### src/rtl/coinGamePkg.sv
// ------------------------------------------------
// Coin game shared definitions
// Screen geometry, tick rates, colours and states
// ------------------------------------------------
package coinGamePkg;

	localparam int screenWidth = 160; // Visible columns
	localparam int screenHeight = 120; // Visible rows
	localparam int paddleWidth = 4; // Paddle pixels
	localparam int paddleRow = 119; // Bottom row
	localparam int coinLastRow = 118; // Coin stops above paddle
	localparam int paddleStartX = 80; // Centre-ish
	localparam int paddleMaxX = 156; // screenWidth - paddleWidth

	// Scaled down for simulation
	localparam int dropInterval = 4; // Cycles per drop tick
	localparam int moveInterval = 8; // Cycles per move tick

	localparam int randomSeed = 27; // Random counter start

	localparam int xWidth = 8; // Column bits
	localparam int yWidth = 7; // Row bits

	typedef enum logic [2:0]
	{
		colourBlack = 3'b000,
		colourWhite = 3'b111
	} colourT;

	typedef enum logic
	{
		coinPick, // Waiting for a legal column
		coinFall // Dropping row by row
	} coinStateT;

	typedef enum logic [2:0]
	{
		writeIdle,
		writeCoinErase,
		writeCoinDraw,
		writePaddleErase,
		writePaddleDraw
	} writeStateT;

endpackage
### src/rtl/coinGame.sv
// ------------------------------------------------
// Coin-catching game core, top level
// Emits plot commands and game status
// ------------------------------------------------
`timescale 1ns/1ps

module coinGame
(
	input logic clk,
	input logic resetn,
	input logic left,
	input logic right,
	output logic [coinGamePkg::xWidth-1:0] pixelX,
	output logic [coinGamePkg::yWidth-1:0] pixelY,
	output coinGamePkg::colourT pixelColour,
	output logic plot,
	output logic [coinGamePkg::xWidth-1:0] paddleX,
	output logic [coinGamePkg::xWidth-1:0] coinX,
	output logic [coinGamePkg::yWidth-1:0] coinY,
	output logic [7:0] score
);

	logic dropStrobe; // Coin falls one row
	logic moveStrobe; // Paddle may step
	logic landed; // Coin reached bottom

	tickGen #(.interval(coinGamePkg::dropInterval)) dropTick
	(
		.clk(clk),
		.resetn(resetn),
		.tick(dropStrobe)
	);

	tickGen #(.interval(coinGamePkg::moveInterval)) moveTick
	(
		.clk(clk),
		.resetn(resetn),
		.tick(moveStrobe)
	);

	coinDropper coinDropper
	(
		.clk(clk),
		.resetn(resetn),
		.dropTick(dropStrobe),
		.paddleX(paddleX), // Seeds column pick
		.coinX(coinX),
		.coinY(coinY),
		.landed(landed)
	);

	paddleMover paddleMover
	(
		.clk(clk),
		.resetn(resetn),
		.moveTick(moveStrobe),
		.left(left),
		.right(right),
		.paddleX(paddleX)
	);

	scoreKeeper scoreKeeper
	(
		.clk(clk),
		.resetn(resetn),
		.landed(landed),
		.coinX(coinX),
		.paddleX(paddleX),
		.score(score)
	);

	pixelWriter pixelWriter
	(
		.clk(clk),
		.resetn(resetn),
		.coinX(coinX),
		.coinY(coinY),
		.paddleX(paddleX),
		.pixelX(pixelX),
		.pixelY(pixelY),
		.pixelColour(pixelColour),
		.plot(plot)
	);

endmodule

### src/rtl/pixelWriter.sv
// ------------------------------------------------
// Pixel writer, erase/draw pairs for coin and paddle
// Coin updates go ahead of paddle updates
// ------------------------------------------------
`timescale 1ns/1ps

module pixelWriter
(
	input logic clk,
	input logic resetn,
	input logic [coinGamePkg::xWidth-1:0] coinX,
	input logic [coinGamePkg::yWidth-1:0] coinY,
	input logic [coinGamePkg::xWidth-1:0] paddleX,
	output logic [coinGamePkg::xWidth-1:0] pixelX,
	output logic [coinGamePkg::yWidth-1:0] pixelY,
	output coinGamePkg::colourT pixelColour,
	output logic plot
);

	coinGamePkg::writeStateT state;
	logic [coinGamePkg::xWidth-1:0] lastCoinX; // Coin pixel on screen
	logic [coinGamePkg::yWidth-1:0] lastCoinY;
	logic [coinGamePkg::xWidth-1:0] lastPaddleX; // Paddle on screen
	logic movedRight; // Direction of paddle step being drawn
	logic coinPending;
	logic paddlePending;
	logic [coinGamePkg::xWidth-1:0] paddleEdge; // Right-hand paddle column

	assign coinPending = (coinX != lastCoinX) || (coinY != lastCoinY);
	assign paddlePending = paddleX != lastPaddleX;
	assign paddleEdge = lastPaddleX + coinGamePkg::xWidth'(coinGamePkg::paddleWidth - 1);

	always_ff @(posedge clk)
	begin
		if (!resetn)
		begin
			state <= coinGamePkg::writeIdle;
			lastCoinX <= '0; // Matches coin reset position
			lastCoinY <= '0;
			lastPaddleX <= coinGamePkg::xWidth'(coinGamePkg::paddleStartX);
		end
		else
		begin
			case (state)
				coinGamePkg::writeIdle:
				begin
					if (coinPending)
						state <= coinGamePkg::writeCoinErase;
					else if (paddlePending)
						state <= coinGamePkg::writePaddleErase;
				end
				coinGamePkg::writeCoinErase: state <= coinGamePkg::writeCoinDraw;
				coinGamePkg::writeCoinDraw:
				begin
					lastCoinX <= coinX; // Drawn position becomes the old one
					lastCoinY <= coinY;
					if (paddlePending)
						state <= coinGamePkg::writePaddleErase;
					else
						state <= coinGamePkg::writeIdle;
				end
				coinGamePkg::writePaddleErase:
				begin
					lastPaddleX <= paddleX; // Freeze target for the draw
					state <= coinGamePkg::writePaddleDraw;
				end
				coinGamePkg::writePaddleDraw:
				begin
					if (coinPending)
						state <= coinGamePkg::writeCoinErase;
					else if (paddlePending) // Paddle moved again meanwhile
						state <= coinGamePkg::writePaddleErase;
					else
						state <= coinGamePkg::writeIdle;
				end
				default: state <= coinGamePkg::writeIdle;
			endcase
		end
	end

	always_ff @(posedge clk)
	begin
		if (state == coinGamePkg::writePaddleErase)
			movedRight <= paddleX > lastPaddleX;
	end

	always_comb
	begin
		pixelX = lastCoinX; // Default is the coin erase
		pixelY = lastCoinY;
		pixelColour = coinGamePkg::colourBlack;
		plot = 1'b1;
		case (state)
			coinGamePkg::writeIdle: plot = 1'b0;
			coinGamePkg::writeCoinDraw:
			begin
				pixelX = coinX;
				pixelY = coinY;
				pixelColour = coinGamePkg::colourWhite;
			end
			coinGamePkg::writePaddleErase:
			begin
				// Trailing column of the old paddle
				pixelX = (paddleX > lastPaddleX) ? lastPaddleX : paddleEdge;
				pixelY = coinGamePkg::yWidth'(coinGamePkg::paddleRow);
			end
			coinGamePkg::writePaddleDraw:
			begin
				pixelX = movedRight ? paddleEdge : lastPaddleX; // Leading column
				pixelY = coinGamePkg::yWidth'(coinGamePkg::paddleRow);
				pixelColour = coinGamePkg::colourWhite;
			end
			default: ;
		endcase
	end

endmodule

### src/rtl/scoreKeeper.sv
// ------------------------------------------------
// Score counter, catch test on each landing
// ------------------------------------------------
`timescale 1ns/1ps

module scoreKeeper
(
	input logic clk,
	input logic resetn,
	input logic landed,
	input logic [coinGamePkg::xWidth-1:0] coinX,
	input logic [coinGamePkg::xWidth-1:0] paddleX,
	output logic [7:0] score
);

	logic [coinGamePkg::xWidth-1:0] offset; // Coin column relative to paddle
	logic caught; // Coin over paddle

	assign offset = coinX - paddleX;
	assign caught = (coinX >= paddleX)
		&& (offset < coinGamePkg::xWidth'(coinGamePkg::paddleWidth));

	always_ff @(posedge clk)
	begin
		if (!resetn)
			score <= '0;
		else if (landed && caught)
			score <= score + 8'd1; // Wraps past 255
	end

endmodule

### src/rtl/paddleMover.sv
// ------------------------------------------------
// Paddle position, one column per move tick
// ------------------------------------------------
`timescale 1ns/1ps

module paddleMover
(
	input logic clk,
	input logic resetn,
	input logic moveTick,
	input logic left,
	input logic right,
	output logic [coinGamePkg::xWidth-1:0] paddleX
);

	logic goLeft; // Left move allowed
	logic goRight; // Right move allowed

	// Both buttons cancel out
	assign goLeft = left && !right && (paddleX != '0);
	assign goRight = right && !left
		&& (paddleX < coinGamePkg::xWidth'(coinGamePkg::paddleMaxX));

	always_ff @(posedge clk)
	begin
		if (!resetn)
			paddleX <= coinGamePkg::xWidth'(coinGamePkg::paddleStartX);
		else if (moveTick)
		begin
			if (goLeft)
				paddleX <= paddleX - 1'b1;
			else if (goRight)
				paddleX <= paddleX + 1'b1;
		end
	end

endmodule

### src/rtl/coinDropper.sv
// ------------------------------------------------
// Coin source, random column and falling FSM
// ------------------------------------------------
`timescale 1ns/1ps

module coinDropper
(
	input logic clk,
	input logic resetn,
	input logic dropTick,
	input logic [coinGamePkg::xWidth-1:0] paddleX,
	output logic [coinGamePkg::xWidth-1:0] coinX,
	output logic [coinGamePkg::yWidth-1:0] coinY,
	output logic landed
);

	coinGamePkg::coinStateT state;
	logic [8:0] randCount; // Free-running, never stops
	logic [8:0] revCount; // Bit-reversed counter
	logic [coinGamePkg::xWidth-1:0] revPaddle; // Bit-reversed paddle column
	logic [8:0] candidate; // Column on offer this cycle
	logic candidateOk; // Candidate is on screen
	logic atBottom; // Coin on its last row

	// Reversal puts fast-toggling bits on top
	assign revCount = {<<{randCount}};
	assign revPaddle = {<<{paddleX}};
	assign candidate = revCount ^ 9'(revPaddle); // Paddle stirs the pick
	assign candidateOk = candidate < 9'(coinGamePkg::screenWidth);
	assign atBottom = coinY == coinGamePkg::yWidth'(coinGamePkg::coinLastRow);

	always_ff @(posedge clk)
	begin
		if (!resetn)
		begin
			state <= coinGamePkg::coinPick;
			randCount <= 9'(coinGamePkg::randomSeed);
			coinX <= '0;
			coinY <= '0;
			landed <= 1'b0;
		end
		else
		begin
			randCount <= randCount + 9'd1;
			landed <= 1'b0; // Single-cycle pulse
			case (state)
				coinGamePkg::coinPick:
				begin
					if (candidateOk) // Off-screen picks are skipped
					begin
						coinX <= candidate[coinGamePkg::xWidth-1:0];
						coinY <= '0; // Restart at top
						state <= coinGamePkg::coinFall;
					end
				end
				coinGamePkg::coinFall:
				begin
					if (dropTick)
					begin
						if (atBottom)
						begin
							landed <= 1'b1; // Position held for scoring
							state <= coinGamePkg::coinPick;
						end
						else
							coinY <= coinY + 1'b1; // One row down
					end
				end
				default: state <= coinGamePkg::coinPick;
			endcase
		end
	end

endmodule

### src/rtl/tickGen.sv
// ------------------------------------------------
// Tick generator, one-cycle pulse per interval
// ------------------------------------------------
`timescale 1ns/1ps

module tickGen
#(
	parameter int interval = 4
)
(
	input logic clk,
	input logic resetn,
	output logic tick
);

	logic [$clog2(interval)-1:0] count; // Phase within interval

	// Pulse on last count of each interval
	assign tick = (count == $clog2(interval)'(interval - 1));

	always_ff @(posedge clk)
	begin
		if (!resetn)
			count <= '0;
		else if (tick)
			count <= '0; // Wrap
		else
			count <= count + 1'b1;
	end

endmodule

### config.mk
export PLATFORM = sky130hd
export DESIGN_NAME = coinGame
export DESIGN_NICKNAME = d
export VERILOG_FILES = /design/src/rtl/coinGamePkg.sv /design/src/rtl/coinGame.sv /design/src/rtl/pixelWriter.sv /design/src/rtl/scoreKeeper.sv /design/src/rtl/paddleMover.sv /design/src/rtl/coinDropper.sv /design/src/rtl/tickGen.sv
export SDC_FILE = /design/constraint.sdc
export NUM_CORES = 1
export LEC_CHECK = 0
export BUFFER_PORTS_ARGS = -buffer_cell sky130_fd_sc_hd__buf_2
export CAP_MARGIN = 10
export CORE_UTILIZATION = 59
export CTS_BUF_LIST = sky130_fd_sc_hd__clkbuf_16
export DETAILED_ROUTE_END_ITERATION = 7
export PLACE_DENSITY = 0.8
export SLEW_MARGIN = 25
export SYNTH_ARGS = -nofsm -noshare
export SYNTH_HDL_FRONTEND = slang
export SYNTH_SLANG_ARGS = --single-unit
### constraint.sdc
create_clock -name clk -period 3.4 [get_ports clk]
set_input_delay 0.51 -clock clk [delete_from_list [all_inputs] [get_ports clk]]
set_output_delay 0.51 -clock clk [all_outputs]
set_load 0.01 [all_outputs]
==> out/metrics.yaml, run 1 <==
pwr:
  power-per-cell-area_mw_per_mm2: 465
  power.leakage_nw: 2.44
  power.ir.vdd_worst_v: 0.000376
floorplanning:
  io_pins: 54
  start_util_pct: 61.0
  core_mm2: 0.00773
  die_w_um: 91.4
  dieArea_mm2: 0.00835
  fp-row-count: 32
  dieHeight_um: 91.4
routing:
  routedWlPerCell_um: 15.9
  post-route-drc-count: 0
  dr.first_iter.drc_count: 232
  totalWireLength_mm: 11.7
  num_vias: 4327
  drt-pass1-iter-count: 5
  vias_per_cell: 5.88
  ant_nets: 0
synth:
  synth_seq_area_share_pct: 31.6
  synthTopCellsByArea: "dfxtp_1, ha_1, nand2_1, xnor2_1, xor2_1"
  yosysTopAreaCell: "dfxtp_1"
  synth.most_common_cell: "nand2_1"
  ys_async_sr_fraction_pct: 0
  ys.flop_type: "dfxtp_1"
  synth_top_cell_area_share_pct: 31.0
  syn_inst: 577
  synth_seq_cells: 74
  ys_warn_count: 0
  syn_area_per_cell_um2: 8.17
  yosys.cell_types.count: 56
  synth_nets: 612
  synth_common_cells: "nand2_1, dfxtp_1, ha_1"
  synth_area_mm2: 0.00472
  synth-edff-count: 1
worst_hold_path:
  min_path_type: "reg -> reg"
global_routing:
  antenna_found_initial: 0
  first_global_vias: 4119
  grt_pass1_wl_mm: 19.1
  grt_start_max_net_pins: 41
  track_usage_pct: 28.8
  grt_overflow_total: 0
sta:
  finClkSkew_ps: 6.65
  finalHoldViolCount: 0
  fin_crit_sh_pct: 95.2
  rsz0062_at_grt: "false"
  worst_pin_slew_ps: 880
  min_period_ps: 3240
  drv_slew: 0
  setup_slack_ps: 163
  fin_tns_setup_ps: 0
  slew_headroom_pct: 40.4
  final-setup-viol-count: 0
  max_freq_mhz: 309
worst_setup_path:
  path_max_fanout: 9
  end_kind: "output port"
  critPathKind: "reg -> out"
  worstSetupStartpointType: "flip-flop"
  r2r_slack_ps: 570
  required_ps: 2890
  crit_arrival_ps: 2730
finish:
  n_antenna_cell: 0
  area_delta_synth_final_pct: 15.4
  stdcell_area_mm2: 0.00544
  layout-drive-gt1-share_pct: 15.1
  fin_nets: 664
place:
  portBuffers: 53
  dp_slack_ps: 433
  place_area_mm2: 0.00512
  place_congestion: 0.958
  dp_hpwl_mm: 8.36
clock_tree:
  cts_tree: "yes"
  hold_buffers: 0
  clkLatencyLatePin_ps: 330
  cts_buffers: 9
  htree_num_levels: 3
  clockBufferDepth: 2
  cts_sinks: 74
  clk_pin_slew_worst_paths_ps: 60
  cts-root-buf: "clkbuf_16"
outcome:
  status: "finished clean"
run:
  cap_viol_max_count: 0
-- power by group --
part | internal (mW) | switching (mW) | total (mW)
sequential | 0.910 | 0.0555 | 0.966
clock | 0.641 | 0.376 | 1.02
combinational | 0.223 | 0.324 | 0.547
-- kinds of logic (layout without fill, tap and decap cells) --
family                   count (synthesis)  count (layout)  synth area share [%]
buffers and inverters                   57             114                  4.86
XOR/XNOR                                54              54                  10.0
flip-flops                              74              74                  31.6
AND/OR/NAND/NOR                        227             227                  24.0
multiplexers                            10              10                  2.12
AO/OA/AOI/OAI                          124             124                  19.0
adder cells (fa/ha/maj)                 31              31                  8.38
-- per-stage QoR --
stage                     hold slack [ps]  instances  power (mW)  util, %
after floorplan                       405        577        1.36        -
after global placement                412        720        1.51     66.3
after detailed placement              427        720        1.52     66.3
after CTS                             435        736        2.53     70.4
after global routing                  458        736        2.63     70.4
final                                 426        736        2.53     70.4
-- per-layer routing --
metal	vias to the layer above	wire (um)	GRT usage (%)	share of wire, %
met5	-	0	0	0
met4	0	314	13.0	2.7
met3	31	586	4.77	5.0
met2	122	5660	48.8	48
met1	2044	5170	35.7	44
li1	2130	-	-	-
-- worst max-delay path, cell delays in order (launching register included) --
cell	delay [ps]
dfxtp_1	520
inv_1	80
ha_1	320
nand4_1	140
nor2_2	200
a211oi_1	60
buf_4	170
or2_2	310
a211o_1	310
a21oi_1	120
buf_2	140
-- path summary, 6_finish.rpt --
check / from / cells past startpoint / to
max: pixelWriter.lastPaddleX[3] / 10 / pixelX[1]
min: dropTick.count[0] / 1 / dropTick.count[0]
max reg2reg: paddleMover.paddleX[4] / 11 / paddleMover.paddleX[6]
min reg2reg: dropTick.count[0] / 1 / dropTick.count[0]
-- layout by cell type (no fill, tap or decap), types with 3 or more instances in the layout --
master / count
clkinv_1: 3
dfxtp_1: 72
nor2b_1: 11
inv_1: 25
o211ai_1: 6
and3_1: 6
nand4_1: 8
nor4_1: 11
o211a_1: 12
clkbuf_16: 9
or3_1: 3
nor2_1: 24
and3b_1: 3
a21oi_1: 25
and2_1: 14
mux2i_1: 10
nand2b_1: 13
a22oi_1: 6
o21a_1: 4
buf_4: 18
o221ai_1: 3
o21ai_0: 13
a211oi_1: 8
nand2_1: 90
xnor2_1: 27
o22ai_1: 6
a21boi_0: 24
nor3_1: 17
ha_1: 30
buf_2: 53
xor2_1: 27
nand3_1: 12
nor3b_1: 4
-- cell type report --
| type | instances | area, um2 |
|---|---|---|
| Tap cell | 102 | 128 |
| Timing Repair Buffer | 71 | 400 |
| Sequential cell | 74 | 1490 |
| Clock inverter | 7 | 92.6 |
| Clock buffer | 9 | 225 |
| Inverter | 27 | 101 |
| Fill cell | 625 | 2280 |
| Multi-Input combinational cell | 446 | 3000 |
-- sequential cells by signal, summed over array words and instances, names as in the netlist --
register                 cells
coinDropper.state            1
pixelWriter.lastPaddleX      8
coinDropper.landed           1
pixelWriter.state            3
scoreKeeper.score            8
pixelWriter.lastCoinY        7
coinDropper.coinX            8
coinDropper.coinY            7
pixelWriter.lastCoinX        8
pixelWriter.movedRight       1
coinDropper.randCount        9
paddleMover.paddleX          8
moveTick.count               3
dropTick.count               2
-- what timing repair did --
| action | 4_1_cts | 5_1_grt |
|---|---|---|
| gates resized for setup | 0 | 2 |
| hold endpoints to repair | 0 | 0 |
| setup endpoints to repair | 0 | 5 |
| setup buffers | 0 | 0 |
Power figures use the tool's default switching activity.
==> run 2: changes to the inputs <==
--- a/config.mk
+++ b/config.mk
@@ -12,2 +12,3 @@
 export DETAILED_ROUTE_END_ITERATION = 7
+export GPL_ROUTABILITY_DRIVEN = 0
 export PLACE_DENSITY = 0.8
--- a/constraint.sdc
+++ b/constraint.sdc
@@ -3,2 +3,2 @@
 set_output_delay 0.51 -clock clk [all_outputs]
-set_load 0.01 [all_outputs]
+set_load 0.02 [all_outputs]
==> run 2 against run 1 <==
Against the previous run: die area unchanged; clock power fell by 8%; critical endpoint unchanged; largest power group is now sequential cells; global-route usage grew 0.98 points; wire length rose by 1.4%; critical path depth is the same; hold slack is essentially flat; clock-buffer cell count unchanged; sequential cell count stayed put; total power down 1.4%; first-iteration DRC count down 0.86%; clock skew is 0.81 ps lower.
==> out/metrics.yaml, run 2 (synthesis gave the netlist of run 1 again) <==
finish:
  area_delta_synth_final_pct: 15.3
  instances_no_fill: 737  # +0.14%
  layout-drive-gt1-share_pct: 15.7  # +0.61 points
  multi_input_comb_area_mm2: 0.00301  # +0.25%
  n_antenna_cell: 0  # unchanged
  fill_cells: 592  # -5.3%
  largest_register: "coinDropper.randCount"
  layout_common_cells: "nand2_1, dfxtp_1, buf_2, ha_1"
  final_common_cell: "nand2_1"
  fin_nets: 665  # +0.15%
  final-seq-area_mm2: 0.00149  # about the same
  largest_register_ffs: 9  # unchanged
floorplanning:
  die_w_um: 91.4  # unchanged
  core_mm2: 0.00773  # unchanged
  fp-row-count: 32  # unchanged
  dieArea_mm2: 0.00835  # unchanged
  start_util_pct: 61.0  # unchanged
  dieHeight_um: 91.4  # unchanged
  io_pins: 54  # unchanged
worst_setup_path:
  cp_top_family: "compound AO/OA/AOI/OAI gates"
  end_kind: "output port"
  r2r_end: "paddleMover.paddleX[6]"
  required_ps: 2890  # about the same
  critPathKind: "reg -> out"
  path_max_fanout: 8  # -1
  worstSetupStartpointType: "flip-flop"
  worst_r2r_path_depth: 11  # unchanged
  r2r_slack_ps: 490  # -80 ps
  cpPeakStageDelay_ps: 390  # -130 ps
  crit_chain: "inv_1, ha_1, nor2b_1, o211ai_1, a211oi_1, buf_4, or2_2, a211o_1, a21oi_1, buf_2"
  crit_arrival_ps: 2760  # +30 ps
  crit_slowest_cell: "dfxtp_1"
  r2r-start: "paddleMover.paddleX[2]"
  critPathBufInv: 3  # unchanged
clock_tree:
  cts_buffers: 9  # unchanged
  cts_sinks: 74  # unchanged
  cts-root-buf: "clkbuf_16"
  clockBufferDepth: 2  # unchanged
  clkLatencyLatePin_ps: 330  # about the same
  clk_pin_slew_worst_paths_ps: 60  # about the same
  htree_num_levels: 3  # unchanged
  cts_tree: "yes"
  hold_buffers: 0  # unchanged
global_routing:
  antenna_found_initial: 0  # unchanged
  grt_pass1_wl_mm: 19.8  # +3.4%
  grt_start_max_net_pins: 55  # +34%
  track_usage_pct: 29.8  # +0.98 points
  first_global_vias: 4224  # +2.5%
  grt_overflow_total: 0  # unchanged
pwr:
  power.leakage_nw: 2.44  # +0.18%
  power.ir.vdd_worst_v: 0.000345  # -8.2%
  power-per-cell-area_mw_per_mm2: 459  # -1.3%
outcome:
  status: "finished clean"
place:
  dp_hpwl_mm: 8.35  # about the same
  portBuffers: 53  # unchanged
  numPlacedInstances: 720  # unchanged
sta:
  rsz0062_at_grt: "false"
  finalHoldViolCount: 0  # unchanged
  fin_crit_sh_pct: 96.2  # +1.0 points
  fin_tns_setup_ps: 0  # unchanged
  final-setup-viol-count: 0  # unchanged
  min_period_ps: 3270  # +34.9 ps
  worst_pin_slew_ps: 895  # +15.2 ps
  slew_headroom_pct: 40.3  # -0.089 points
  max_freq_mhz: 306  # -1.1%
  finClkSkew_ps: 5.83  # -0.814 ps
  drv_slew: 0  # unchanged
worst_hold_path:
  min_path_type: "reg -> reg"
  holdPathEnd: "moveTick.count[0]"
  min_path_cells: 1  # unchanged
  worstHoldStart: "moveTick.count[0]"
routing:
  num_vias: 4432  # +2.4%
  drt-pass1-iter-count: 5  # unchanged
  dr.first_iter.drc_count: 230  # -0.86%
  totalWireLength_mm: 11.9  # +1.4%
  ant_nets: 0  # unchanged
  routedWlPerCell_um: 16.1  # +1.2%
  post-route-drc-count: 0  # unchanged
  vias_per_cell: 6.01  # +2.3%
run:
  cap_viol_max_count: 0  # unchanged
[run 2: cell count changes in the layout (fill, tap and decap cells not counted), sizes merged]
cell,change
bufinv,-1
inv,-1
clkinv,+3
clkinvlp,-1
buf,+1
[run 2: how the worst max path moves through the flow]
| stage | startpoint | to | slack, ps | cells past startpoint |
|---|---|---|---|---|
| finish | pixelWriter.lastPaddleX[1] | pixelX[1] | 130 | 10 |
| global route | pixelWriter.lastPaddleX[1] | pixelX[1] | 20 | 10 |
| CTS | pixelWriter.lastPaddleX[4] | pixelX[1] | 50 | 10 |
| detailed placement | pixelWriter.lastPaddleX[4] | pixelX[1] | 360 | 9 |
| global placement | pixelWriter.lastPaddleX[4] | pixelX[1] | 510 | 10 |
| floorplan | paddleMover.paddleX[0] | pixelX[4] | 240 | 9 |
[run 2: timing repair]
item	in CTS	in global routing
gates resized for setup	1	4
endpoints found under the setup margin	1	6
gates cloned	0	0
pin swaps	0	1
buffers inserted	0	1
[run 2: area by class of cell]
class                           count  area share, %
Sequential cell                    74           27.5
Inverter                           27           1.86
Clock buffer                        9           4.14
Clock inverter                      7           1.29
Timing Repair Buffer               72           7.50
Tap cell                          102           2.35
Multi-Input combinational cell    446           55.4
[run 2: routing by layer]
metal / routed length [um] / global-route usage (%) / part of all wire, % / vias up
met3: 664 / 4.36 / 5.6 / 32
li1: - / - / - / 2147
met5: 0 / 0 / 0 / -
met2: 5780 / 50.8 / 49 / 161
met4: 344 / 14.7 / 2.9 / 0
met1: 5110 / 36.6 / 43 / 2092
[run 2: power breakdown]
| part | internal [mW] | leakage [nW] | switching (mW) |
|---|---|---|---|
| registers | 0.910 | 0.602 | 0.0684 |
| logic | 0.223 | 1.70 | 0.354 |
| clock network | 0.566 | 0.145 | 0.374 |
[run 2: through the flow]
stage | utilization, % | total power, mW | hold WS [ps] | instance area (um2) | worst slack [ps]
after global routing | 70.4 | 2.61 | 441 | 5440 | 19.4
after detailed placement | 66.3 | 1.56 | 423 | 5120 | 358
after floorplan | - | 1.40 | 405 | 4720 | 244
final | 70.4 | 2.49 | 426 | 5440 | 128
after CTS | 70.1 | 2.50 | 432 | 5420 | 49.9
after global placement | 66.3 | 1.54 | 415 | 5120 | 511
